File: src/hdl/ipv6_tx_pkg.sv
//////////////////////////////////////////////////////////////////////
// Shared types, metadata struct, state and field enums and protocol
// constants for the IPv6/UDP frame transmitter
//////////////////////////////////////////////////////////////////////
package ipv6_tx_pkg;

  typedef logic [47:0]  mac_t;
  typedef logic [127:0] ip_t;
  typedef logic [63:0]  iid_t;
  typedef logic [63:0]  pfx_t;

  typedef enum logic {
    src_link_local,
    src_global
  } src_sel_e;

  // Per-packet metadata, captured on send
  typedef struct packed {
    mac_t        dst_mac;
    ip_t         dst_ip;
    logic [7:0]  tclass;   // Traffic class
    logic [19:0] flow;
    logic [7:0]  hop_lim;
    logic [15:0] src_port;
    logic [15:0] dst_port;
    logic [15:0] pld_len;  // UDP payload bytes
    logic [15:0] pld_cks;  // Ones'-complement sum of payload
    src_sel_e    src_sel;
  } tx_meta_t;

  typedef enum logic [3:0] {
    idle_s,
    pre_s,
    eth_s,
    ip_hdr_s,
    ip_src_s,
    ip_dst_s,
    pseudo_s,
    udp_s,
    pld_s,
    fcs_s,
    gap_s
  } tx_state_e;

  // Which header image the shifter loads
  typedef enum logic [2:0] {
    fld_none,
    fld_pre,
    fld_eth,
    fld_ip_hdr,
    fld_ip_src,
    fld_ip_dst,
    fld_pseudo,
    fld_udp
  } tx_field_e;

  //////////////////////////////////////////////////////////////////////
  // Field lengths in bytes
  //////////////////////////////////////////////////////////////////////
  localparam int PREAMBLE_LEN    = 8;
  localparam int ETH_HDR_LEN     = 14;
  localparam int IP_HDR_LEN      = 40;
  localparam int IP_FIXED_LEN    = IP_HDR_LEN - 2 * ($bits(ip_t) / 8);
  localparam int PSEUDO_TAIL_LEN = 8;
  localparam int UDP_HDR_LEN     = 8;
  localparam int FCS_LEN         = 4;
  localparam int PISO_BYTES      = 16; // Widest field, an IPv6 address

  localparam logic [15:0] ETHERTYPE_IPV6 = 16'h86DD;
  localparam logic [7:0]  IP_PROTO_UDP   = 8'd17;
  localparam pfx_t        LINK_LOCAL_PFX = 64'hfe80_0000_0000_0000;
  localparam logic [63:0] PREAMBLE_SFD   = 64'h5555_5555_5555_55D5;

endpackage

File: src/hdl/inet_cks.sv
//////////////////////////////////////////////////////////////////////
// Internet checksum, bytewise ones'-complement accumulator
//////////////////////////////////////////////////////////////////////
module inet_cks (
  input  logic        clk,
  input  logic        init,
  input  logic [15:0] seed,
  input  logic [7:0]  dat,
  input  logic        en,
  output logic [15:0] cks
);

  logic [15:0] sum;
  logic        hi;    // Next byte is the high half of a word
  logic [16:0] add;

  assign add = {1'b0, sum} + (hi ? {1'b0, dat, 8'h00} : {9'h000, dat});

  always_ff @(posedge clk) begin
    if (init) begin
      sum <= seed;
      hi  <= 1'b1;
    end else if (en) begin
      sum <= add[15:0] + {15'h0000, add[16]}; // End-around carry
      hi  <= !hi;
    end
  end

  // A computed zero goes out as all ones
  assign cks = (sum == 16'hFFFF) ? 16'hFFFF : ~sum;

endmodule

File: src/hdl/eth_crc32.sv
//////////////////////////////////////////////////////////////////////
// Ethernet FCS generator, reflected CRC-32 one byte per cycle
//////////////////////////////////////////////////////////////////////
module eth_crc32 (
  input  logic        clk,
  input  logic        init,
  input  logic [7:0]  dat,
  input  logic        en,
  output logic [31:0] crc
);

  localparam logic [31:0] POLY_REV = 32'hEDB8_8320; // 04C11DB7 bit reversed

  function automatic logic [31:0] crc_byte(input logic [31:0] c, input logic [7:0] d);
    logic [31:0] r;
    r = c ^ {24'h000000, d};
    for (int i = 0; i < 8; i++) begin
      if (r[0]) r = (r >> 1) ^ POLY_REV;
      else r = r >> 1;
    end
    return r;
  endfunction

  always_ff @(posedge clk) begin
    if (init) crc <= '1;
    else if (en) crc <= crc_byte(crc, dat);
  end

endmodule

File: src/hdl/tx_field_piso.sv
//////////////////////////////////////////////////////////////////////
// Header field builder and byte shifter with payload and FCS mux
//////////////////////////////////////////////////////////////////////
module tx_field_piso
  import ipv6_tx_pkg::*;
#(
  parameter mac_t MAC_ADDR = 48'h02_00_00_00_00_01
) (
  input  logic        clk,
  input  tx_field_e   field,
  input  logic        load,
  input  logic        shift,
  input  logic        pld_sel,
  input  logic        fcs_sel,
  input  logic        cks_ready,
  input  tx_meta_t    meta_q,
  input  iid_t        iid,
  input  pfx_t        pfx,
  input  logic [15:0] cks,
  input  logic [31:0] crc,
  input  logic [7:0]  pld_dat,
  output logic [7:0]  dat
);

  logic [PISO_BYTES-1:0][7:0]     img;    // Field image, first byte at top
  logic [PISO_BYTES-1:0][7:0]     sr;
  logic [15:0]                    ip_pld_len;
  ip_t                            src_ip;
  logic [15:0]                    udp_cks;
  logic [$clog2(FCS_LEN)-1:0]     fcs_idx;

  assign ip_pld_len = 16'(UDP_HDR_LEN) + meta_q.pld_len; // Also the UDP length
  assign udp_cks    = cks_ready ? cks : 16'h0000;

  always_comb begin
    if (meta_q.src_sel == src_link_local) src_ip = {LINK_LOCAL_PFX, iid};
    else src_ip = {pfx, iid};
  end

  //////////////////////////////////////////////////////////////////////
  // Byte images in network order, zero padded at the tail
  //////////////////////////////////////////////////////////////////////
  always_comb begin
    case (field)
      fld_pre    : img = {PREAMBLE_SFD, 64'h0};
      fld_eth    : img = {meta_q.dst_mac, MAC_ADDR, ETHERTYPE_IPV6, 16'h0};
      fld_ip_hdr : img = {4'd6, meta_q.tclass, meta_q.flow, ip_pld_len,
                          IP_PROTO_UDP, meta_q.hop_lim, 64'h0};
      fld_ip_src : img = src_ip;
      fld_ip_dst : img = meta_q.dst_ip;
      // Upper-layer length and next header
      fld_pseudo : img = {16'h0, ip_pld_len, 24'h0, IP_PROTO_UDP, 64'h0};
      fld_udp    : img = {meta_q.src_port, meta_q.dst_port, ip_pld_len, udp_cks, 64'h0};
      default    : img = '0;
    endcase
  end

  always_ff @(posedge clk) begin
    if (load) sr <= img;
    else if (shift) sr <= {sr[PISO_BYTES-2:0], 8'h00};
  end

  // FCS goes out low byte first
  always_ff @(posedge clk) begin
    if (fcs_sel) fcs_idx <= fcs_idx + 1'b1;
    else fcs_idx <= '0;
  end

  always_comb begin
    if (fcs_sel) dat = ~crc[8*fcs_idx +: 8];
    else if (pld_sel) dat = pld_dat;
    else dat = sr[PISO_BYTES-1];
  end

endmodule

File: src/hdl/tx_seq.sv
//////////////////////////////////////////////////////////////////////
// Transmit sequencer: metadata register, two-pass FSM, field counter
//////////////////////////////////////////////////////////////////////
module tx_seq
  import ipv6_tx_pkg::*;
#(
  parameter int IFG_LEN     = 12,
  parameter int MAX_PLD_LEN = 1232
) (
  input  logic      clk,
  input  logic      rst,
  input  logic      send,
  input  tx_meta_t  meta,
  output tx_meta_t  meta_q,
  output tx_field_e field,
  output logic      load,
  output logic      shift,
  output logic      pld_sel,
  output logic      fcs_sel,
  output logic      cks_init,
  output logic      cks_en,
  output logic      cks_ready,
  output logic      crc_init,
  output logic      crc_en,
  output logic      pld_req,
  output logic      busy,
  output logic      done,
  output logic      phy_val
);

  localparam int CNT_MAX = (MAX_PLD_LEN > IFG_LEN + 1) ? MAX_PLD_LEN : IFG_LEN + 1;
  localparam int CNT_W   = $clog2(((CNT_MAX > PISO_BYTES) ? CNT_MAX : PISO_BYTES) + 1);

  tx_state_e        state;
  logic [CNT_W-1:0] cnt;
  logic [CNT_W-1:0] len;     // Bytes or cycles in current state
  logic             last;
  logic             accept;
  logic             start;
  logic             tx_now;
  logic             crc_now;
  logic             cks_now;

  assign busy   = (state != idle_s);
  assign accept = send && !busy;

  always_ff @(posedge clk) begin
    if (accept) meta_q <= meta;
  end

  always_comb begin
    case (state)
      pre_s              : len = CNT_W'(PREAMBLE_LEN);
      eth_s              : len = CNT_W'(ETH_HDR_LEN);
      ip_hdr_s           : len = CNT_W'(IP_FIXED_LEN);
      ip_src_s, ip_dst_s : len = CNT_W'($bits(ip_t) / 8);
      pseudo_s           : len = CNT_W'(PSEUDO_TAIL_LEN);
      udp_s              : len = CNT_W'(UDP_HDR_LEN);
      pld_s              : len = CNT_W'(meta_q.pld_len);
      fcs_s              : len = CNT_W'(FCS_LEN);
      gap_s              : len = CNT_W'(IFG_LEN + 1); // Last FCS byte leaves in first gap cycle
      default            : len = CNT_W'(1);
    endcase
  end

  assign last = (cnt == len - CNT_W'(1));

  always_comb begin
    case (state)
      pre_s    : field = fld_pre;
      eth_s    : field = fld_eth;
      ip_hdr_s : field = fld_ip_hdr;
      ip_src_s : field = fld_ip_src;
      ip_dst_s : field = fld_ip_dst;
      pseudo_s : field = fld_pseudo;
      udp_s    : field = fld_udp;
      default  : field = fld_none;
    endcase
  end

  assign load  = (field != fld_none) && (cnt == '0); // New image on first byte
  assign shift = busy && !load;

  //////////////////////////////////////////////////////////////////////
  // State machine
  //////////////////////////////////////////////////////////////////////
  always_ff @(posedge clk) begin
    if (rst) begin
      state     <= idle_s;
      cnt       <= '0;
      cks_ready <= 1'b0;
    end else begin
      if (!busy || last) cnt <= '0;
      else cnt <= cnt + CNT_W'(1);
      case (state)
        idle_s : if (accept) begin
          state     <= ip_src_s; // Checksum pass skips preamble and Ethernet
          cks_ready <= 1'b0;
        end
        pre_s    : if (last) state <= eth_s;
        eth_s    : if (last) state <= ip_hdr_s;
        ip_hdr_s : if (last) state <= ip_src_s;
        ip_src_s : if (last) state <= ip_dst_s;
        ip_dst_s : if (last) state <= cks_ready ? udp_s : pseudo_s;
        pseudo_s : if (last) state <= udp_s;
        udp_s    : if (last) begin
          if (!cks_ready) begin
            state     <= pre_s;
            cks_ready <= 1'b1;
          end else if (meta_q.pld_len == 16'd0) begin
            state <= fcs_s;
          end else begin
            state <= pld_s;
          end
        end
        pld_s    : if (last) state <= fcs_s;
        fcs_s    : if (last) state <= gap_s;
        gap_s    : if (last) state <= idle_s;
        default  : state <= idle_s;
      endcase
    end
  end

  // Byte qualifiers, one cycle ahead of the shifter head
  always_comb begin
    tx_now  = cks_ready && (state inside {pre_s, eth_s, ip_hdr_s, ip_src_s,
                                          ip_dst_s, udp_s, pld_s, fcs_s});
    crc_now = cks_ready && (state inside {eth_s, ip_hdr_s, ip_src_s, ip_dst_s,
                                          udp_s, pld_s});
    cks_now = !cks_ready && (state inside {ip_src_s, ip_dst_s, pseudo_s, udp_s});
  end

  assign pld_req = (state == pld_s);

  always_ff @(posedge clk) begin
    if (rst) begin
      phy_val <= 1'b0;
      crc_en  <= 1'b0;
      cks_en  <= 1'b0;
      pld_sel <= 1'b0;
      fcs_sel <= 1'b0;
      start   <= 1'b0;
      done    <= 1'b0;
    end else begin
      phy_val <= tx_now;
      crc_en  <= crc_now;
      cks_en  <= cks_now;
      pld_sel <= (state == pld_s);
      fcs_sel <= (state == fcs_s);
      start   <= accept; // meta_q is valid from here
      done    <= (state == gap_s) && last;
    end
  end

  assign cks_init = start;
  assign crc_init = start;

endmodule

File: src/hdl/ipv6_tx.sv
//////////////////////////////////////////////////////////////////////
// IPv6/UDP frame transmitter top level
//////////////////////////////////////////////////////////////////////
module ipv6_tx
  import ipv6_tx_pkg::*;
#(
  parameter mac_t MAC_ADDR    = 48'h02_00_00_00_00_01,
  parameter int   IFG_LEN     = 12,
  parameter int   MAX_PLD_LEN = 1232
) (
  input  logic       clk,
  input  logic       rst,
  input  iid_t       iid,
  input  pfx_t       pfx,
  input  logic       send,    // Start strobe, ignored while busy
  input  tx_meta_t   meta,
  output logic       busy,
  output logic       done,
  output logic       pld_req, // Byte expected on pld_dat next cycle
  input  logic [7:0] pld_dat,
  output logic [7:0] phy_dat,
  output logic       phy_val
);

  tx_meta_t    meta_q;
  tx_field_e   field;
  logic        load;
  logic        shift;
  logic        pld_sel;
  logic        fcs_sel;
  logic        cks_init;
  logic        cks_en;
  logic        cks_ready;
  logic        crc_init;
  logic        crc_en;
  logic [15:0] cks;
  logic [31:0] crc;

  tx_seq #(
    .IFG_LEN     (IFG_LEN),
    .MAX_PLD_LEN (MAX_PLD_LEN)
  ) i_seq (
    .clk       (clk),
    .rst       (rst),
    .send      (send),
    .meta      (meta),
    .meta_q    (meta_q),
    .field     (field),
    .load      (load),
    .shift     (shift),
    .pld_sel   (pld_sel),
    .fcs_sel   (fcs_sel),
    .cks_init  (cks_init),
    .cks_en    (cks_en),
    .cks_ready (cks_ready),
    .crc_init  (crc_init),
    .crc_en    (crc_en),
    .pld_req   (pld_req),
    .busy      (busy),
    .done      (done),
    .phy_val   (phy_val)
  );

  tx_field_piso #(
    .MAC_ADDR (MAC_ADDR)
  ) i_piso (
    .clk       (clk),
    .field     (field),
    .load      (load),
    .shift     (shift),
    .pld_sel   (pld_sel),
    .fcs_sel   (fcs_sel),
    .cks_ready (cks_ready),
    .meta_q    (meta_q),
    .iid       (iid),
    .pfx       (pfx),
    .cks       (cks),
    .crc       (crc),
    .pld_dat   (pld_dat),
    .dat       (phy_dat)
  );

  // Seeded from the caller's payload sum
  inet_cks i_cks (
    .clk  (clk),
    .init (cks_init),
    .seed (meta_q.pld_cks),
    .dat  (phy_dat),
    .en   (cks_en),
    .cks  (cks)
  );

  eth_crc32 i_crc (
    .clk  (clk),
    .init (crc_init),
    .dat  (phy_dat),
    .en   (crc_en),
    .crc  (crc)
  );

endmodule

File: config.mk
export PLATFORM = sky130hd
export DESIGN_NAME = ipv6_tx
export DESIGN_NICKNAME = d
export VERILOG_FILES = /design/src/hdl/ipv6_tx_pkg.sv /design/src/hdl/inet_cks.sv /design/src/hdl/eth_crc32.sv /design/src/hdl/tx_field_piso.sv /design/src/hdl/tx_seq.sv /design/src/hdl/ipv6_tx.sv
export SDC_FILE = /design/constraint.sdc
export NUM_CORES = 1
export LEC_CHECK = 0
export ABC_CLOCK_PERIOD_IN_PS = 20300
export BUFFER_PORTS_ARGS = -buffer_cell sky130_fd_sc_hd__buf_2
export CORE_MARGIN = 2
export CORE_UTILIZATION = 55
export CTS_BUF_LIST = sky130_fd_sc_hd__clkbuf_4 sky130_fd_sc_hd__clkbuf_8
export DETAILED_ROUTE_END_ITERATION = 10
export PLACE_DENSITY = 0.87
export SYNTH_ARGS = -nofsm -noshare
export SYNTH_HDL_FRONTEND = slang
export SYNTH_HIERARCHICAL = 1
export SYNTH_SLANG_ARGS = --single-unit
File: constraint.sdc
create_clock -name clk -period 20.3 [get_ports clk]
set_input_delay 2.03 -clock clk [delete_from_list [all_inputs] [get_ports clk]]
set_output_delay 2.03 -clock clk [all_outputs]
set_load 0.01 [all_outputs]
==> results <==
- The run finished with clean final reports.
- The static leakage is 9.69 nW.
- In this run, the number of DRC markers left after iteration 0 of detailed routing was 2,268.
- The count of vias placed by the detailed router is 17,200.
- Of the post-synthesis cell area, the dominant cell type holds 0.555.
- The initial core utilization is 0.558.
- In this run the critical register-to-register path is launched from i_piso/fcs_idx[0]$_SDFF_PN0_.
- The critical path runs through a total of 19 cells.
- Dividing the detail-routed via count by the number of cells gives 6.23.
- CTS placed an instance of clkbuf_8 at the clock tree root.
- The mapped netlist covers 22,800 µm².
- Of all flip-flops after synthesis, the portion carrying an async set or reset was 0.
- Clock skew on the completed layout was measured at 0.0427 ns.
- Setup repair after global routing left no endpoint under its margin.
- The slew of the pin with the lowest slew margin is 1.11 ns.
- In the final routed layout, each cell accounts on average for 25.1 µm.
- After detailed routing, the number of remaining DRC violations is 0.
- The wire length of the first global-routing pass is 103,000 µm.
- Yosys mapped a number of flops with a built-in enable equal to 421.
- Among all flip-flop cells after synthesis, the most frequent one is edfxtp_1.
- The share of final-layout standard cells stronger than drive strength 1 is 0.300.
- After clock tree synthesis, the repair step resized 0 gates.
- The number of clock buffers added by TritonCTS is 80.
- The largest fanout of any net on the critical path is 4.
- For this run, the number of Yosys warnings is 6.
- The net count reported at finish is 2,577.
- The die is 207 µm tall.
- The die is 207 µm wide.
- The cell count of the worst reg-to-reg path is 18.
- Clock-pin slew was measured on the worst setup and hold paths at 0.06 ns.
- On the critical path the largest part of the delay comes from compound AO/OA/AOI/OAI gates.
- The cell type with the largest total area after synthesis is edfxtp_1.
- The worst hold path belongs to the class reg2reg.
- For this run, the total global-route usage over all layers was measured as 0.316.
- The via count of the first global-routing pass came to 17,500.
- The worst register-to-register path ends at i_cks/sum[15]$_DFFE_PP_.
- The insertion delay to the later sink of the worst-skew pair is 0.65 ns.
- IR analysis of the VDD net gives a maximum drop of 0.0000978 V.
- The setup slack of the most critical reg-to-reg path is 14.69 ns.
- Together, buffers and inverters on the worst path number 1.
- In this run the standard cell core region covers 40,800 µm².
- The maximum single-stage delay on the critical path is 0.43 ns.
- Derived from the worst setup path, the maximum achievable clock frequency is 172 MHz.
- The synthesized design contains 479 register bits.
- The count of H-tree levels built during CTS is 3.
- The number of cells produced by synthesis is 1,734.
- The die covers 43,000 µm².
- The worst path in the final design needs a cycle of 5.82 ns, including I/O delays and setup.
- At the worst endpoint, the required time is 20.77 ns.
- In this run the power density over the cells is 152 nW/µm².
- The clock net sink count is 479.
- The synthesized netlist net count is 2,173.
- The number of buffers inserted by port buffering is 427.
- The maximum buffer depth of the clock tree is 3.
- The remaining antenna violation count after routing is 0.
- The final setup TNS is 0 ns.
- The design draws 4.06 mW.
- Max-cap violations in this run came to 0.
- The count of endpoints failing setup in the final report is 0.
- The pre-antenna-repair detailed-routing pass consisted of 6 iterations.
- Entering global routing, the biggest net connects 117 pins.
- The total of hold buffers inserted after clock tree synthesis is 0.
- The initial antenna violation count came to 38.
- The type of element capturing the critical path is a flip-flop.
- The number of top-level design ports is 428.
- The critical-path cell with the highest stage delay is a21oi_1.
- TritonCTS built the clock tree.
- In this run the core area contains 74 standard-cell rows.
- The final count of pins violating max slew is 0.
- The worst setup path is of the in2reg kind.
- The detailed placement HPWL is 48,500 µm.
- The ratio of final minimum period to clock period is 0.287.
- Counting instances, the worst hold path has a depth of 1.
- The wire length reported by the detailed router is 69,200 µm.
- The final number of hold-violating endpoints was 0.
- The number of buffers added for setup after CTS is 0.
- By area the synthesized netlist is led by edfxtp_1, dfxtp_1, o2bb2ai_1.
- The overall overflow remaining after global route is 0.
- The sequential-to-total area share from yosys stat is 0.606.
- Traced cell by cell, the critical path runs through buf_2 -> a211oi_1 -> a21oi_1 -> nor2b_1 -> ha_1 -> fa_1 -> a211oi_4 -> o31ai_4 -> a311oi_1 -> o21ai_0 -> a21o_1 -> a21o_1 -> ha_1 -> and3_1 -> nand4_1 -> nor3_2 -> nand3_1 -> or3_1 -> a31oi_1.
- Relative to the synthesized area, the layout overhead comes to 17.1%.
- The capture point of the critical path is i_cks/sum[15]$_DFFE_PP_.
- In this run the mean area of a mapped cell was 13.1 µm².
- The final weighted congestion of routability-driven global placement is 0.912.
- After synthesis, the netlist uses 106 different library cells.
- STA classifies the critical path startpoint as a primary input.
- Headroom to the max-slew limit came out at 0.257.
- Data arrives at the worst endpoint at 6.29 ns.
- Tracing the worst setup path back leads to its startpoint at pld_dat[0].
[cells in the final DEF (no fill, tap or decap), types with 23 or more instances in the layout]
cell type	count
a22o_1	33
xnor2_1	67
o21ai_0	38
buf_2	427
a222oi_1	25
clkbuf_8	81
xor2_1	43
nand2_1	107
o221ai_1	25
diode_2	28
nor2b_1	31
edfxtp_1	421
clkbuf_4	27
a22oi_1	68
a21oi_1	87
nor2_1	91
mux2i_1	26
nand3_1	36
dfxtp_1	58
nand2b_1	23
o2bb2ai_1	88
[cells in the mapped netlist (all sizes together) (33+ instances only)]
| master | n |
|---|---|
| edfxtp | 421 |
| nand2 | 109 |
| nor2 | 94 |
| o2bb2ai | 88 |
| a21oi | 87 |
| xnor2 | 78 |
| buf | 77 |
| a22oi | 68 |
| dfxtp | 58 |
| o21ai | 50 |
| clkbuf | 46 |
| xor2 | 46 |
| nand3 | 38 |
| a22o | 33 |
| nor2b | 33 |
[flip-flops by register name (all words and copies together) (netlist names)]
name and flops:
i_piso/sr 128, i_seq/cnt 11, i_seq/state 4, i_seq/cks_en 1, i_cks/sum 16, i_seq/fcs_sel 1
i_crc/crc 32, i_seq/meta_q 277, i_seq/crc_en 1, i_seq/cks_init 1, i_seq/pld_sel 1, i_seq/done 1
i_seq/phy_val 1, i_seq/cks_ready 1, i_cks/hi 1, i_piso/fcs_idx 2
[power by group]
| group | leakage [nW] | internal (mW) | switching (mW) |
|---|---|---|---|
| logic | 4.36 | 0.593 | 0.981 |
| clock network | 0.805 | 0.448 | 0.390 |
| registers | 4.53 | 1.50 | 0.152 |
| total | 9.69 | 2.54 | 1.52 |
[final cells by class]
cell class	instances	area [µm²]
diodes	28	70.1
clock inverters	32	214
clock buffers	108	1320
inverters	25	104
well taps	532	666
multi-input cells	1106	8220
fillers	2954	14200
repair buffers	446	2280
flip-flops and latches	479	13800
[worst min path at each step]
stage                                   end                  startpoint  slack, ns
floorplan             i_cks/hi$_SDFFE_PP1P_     i_seq/cks_en$_SDFF_PP0_       0.45
global placement    i_seq/cnt[0]$_SDFF_PP0_     i_seq/cnt[0]$_SDFF_PP0_       0.48
detailed placement  i_seq/cnt[0]$_SDFF_PP0_     i_seq/cnt[0]$_SDFF_PP0_       0.49
CTS                 i_seq/cnt[0]$_SDFF_PP0_     i_seq/cnt[0]$_SDFF_PP0_       0.51
global route        i_piso/sr[10]$_DFFE_PP_  i_piso/sr[2]$_SDFFCE_PN0P_       0.53
finish              i_seq/cnt[0]$_SDFF_PP0_     i_seq/cnt[0]$_SDFF_PP0_       0.50
[per-stage QoR]
stage	cell area [µm²]	utilization	hold WS, ns	instances	worst slack (ns)
after floorplan	22800	-	0.449	1734	12.12
after global placement	25100	0.614	0.483	2588	14.02
after detailed placement	25100	0.614	0.491	2588	13.87
after CTS	26600	0.652	0.506	2728	14.54
after global routing	26700	0.653	0.530	2746	14.11
final	26700	0.653	0.503	2756	14.48
[cells by family (layout without fill, tap and decap cells)]
logic type      after synthesis  after routing  share of synthesized area
other cells                   0             28                          0
xor+xnor                    126            126                     0.0553
compound gates              508            508                      0.170
flops                       479            479                      0.606
buf+inv                     149            611                     0.0346
mux                          54             54                     0.0299
simple gates                395            395                     0.0913
fa+ha+maj                    23             23                     0.0130
[routing by layer]
layer | global-route usage | part of all wire
met1 | 0.402 | 0.37
met2 | 0.508 | 0.47
met3 | 0.0794 | 0.11
met4 | 0.150 | 0.046
met5 | 0 | 0.0021
Note: power is estimated with default switching activity, not from simulation.
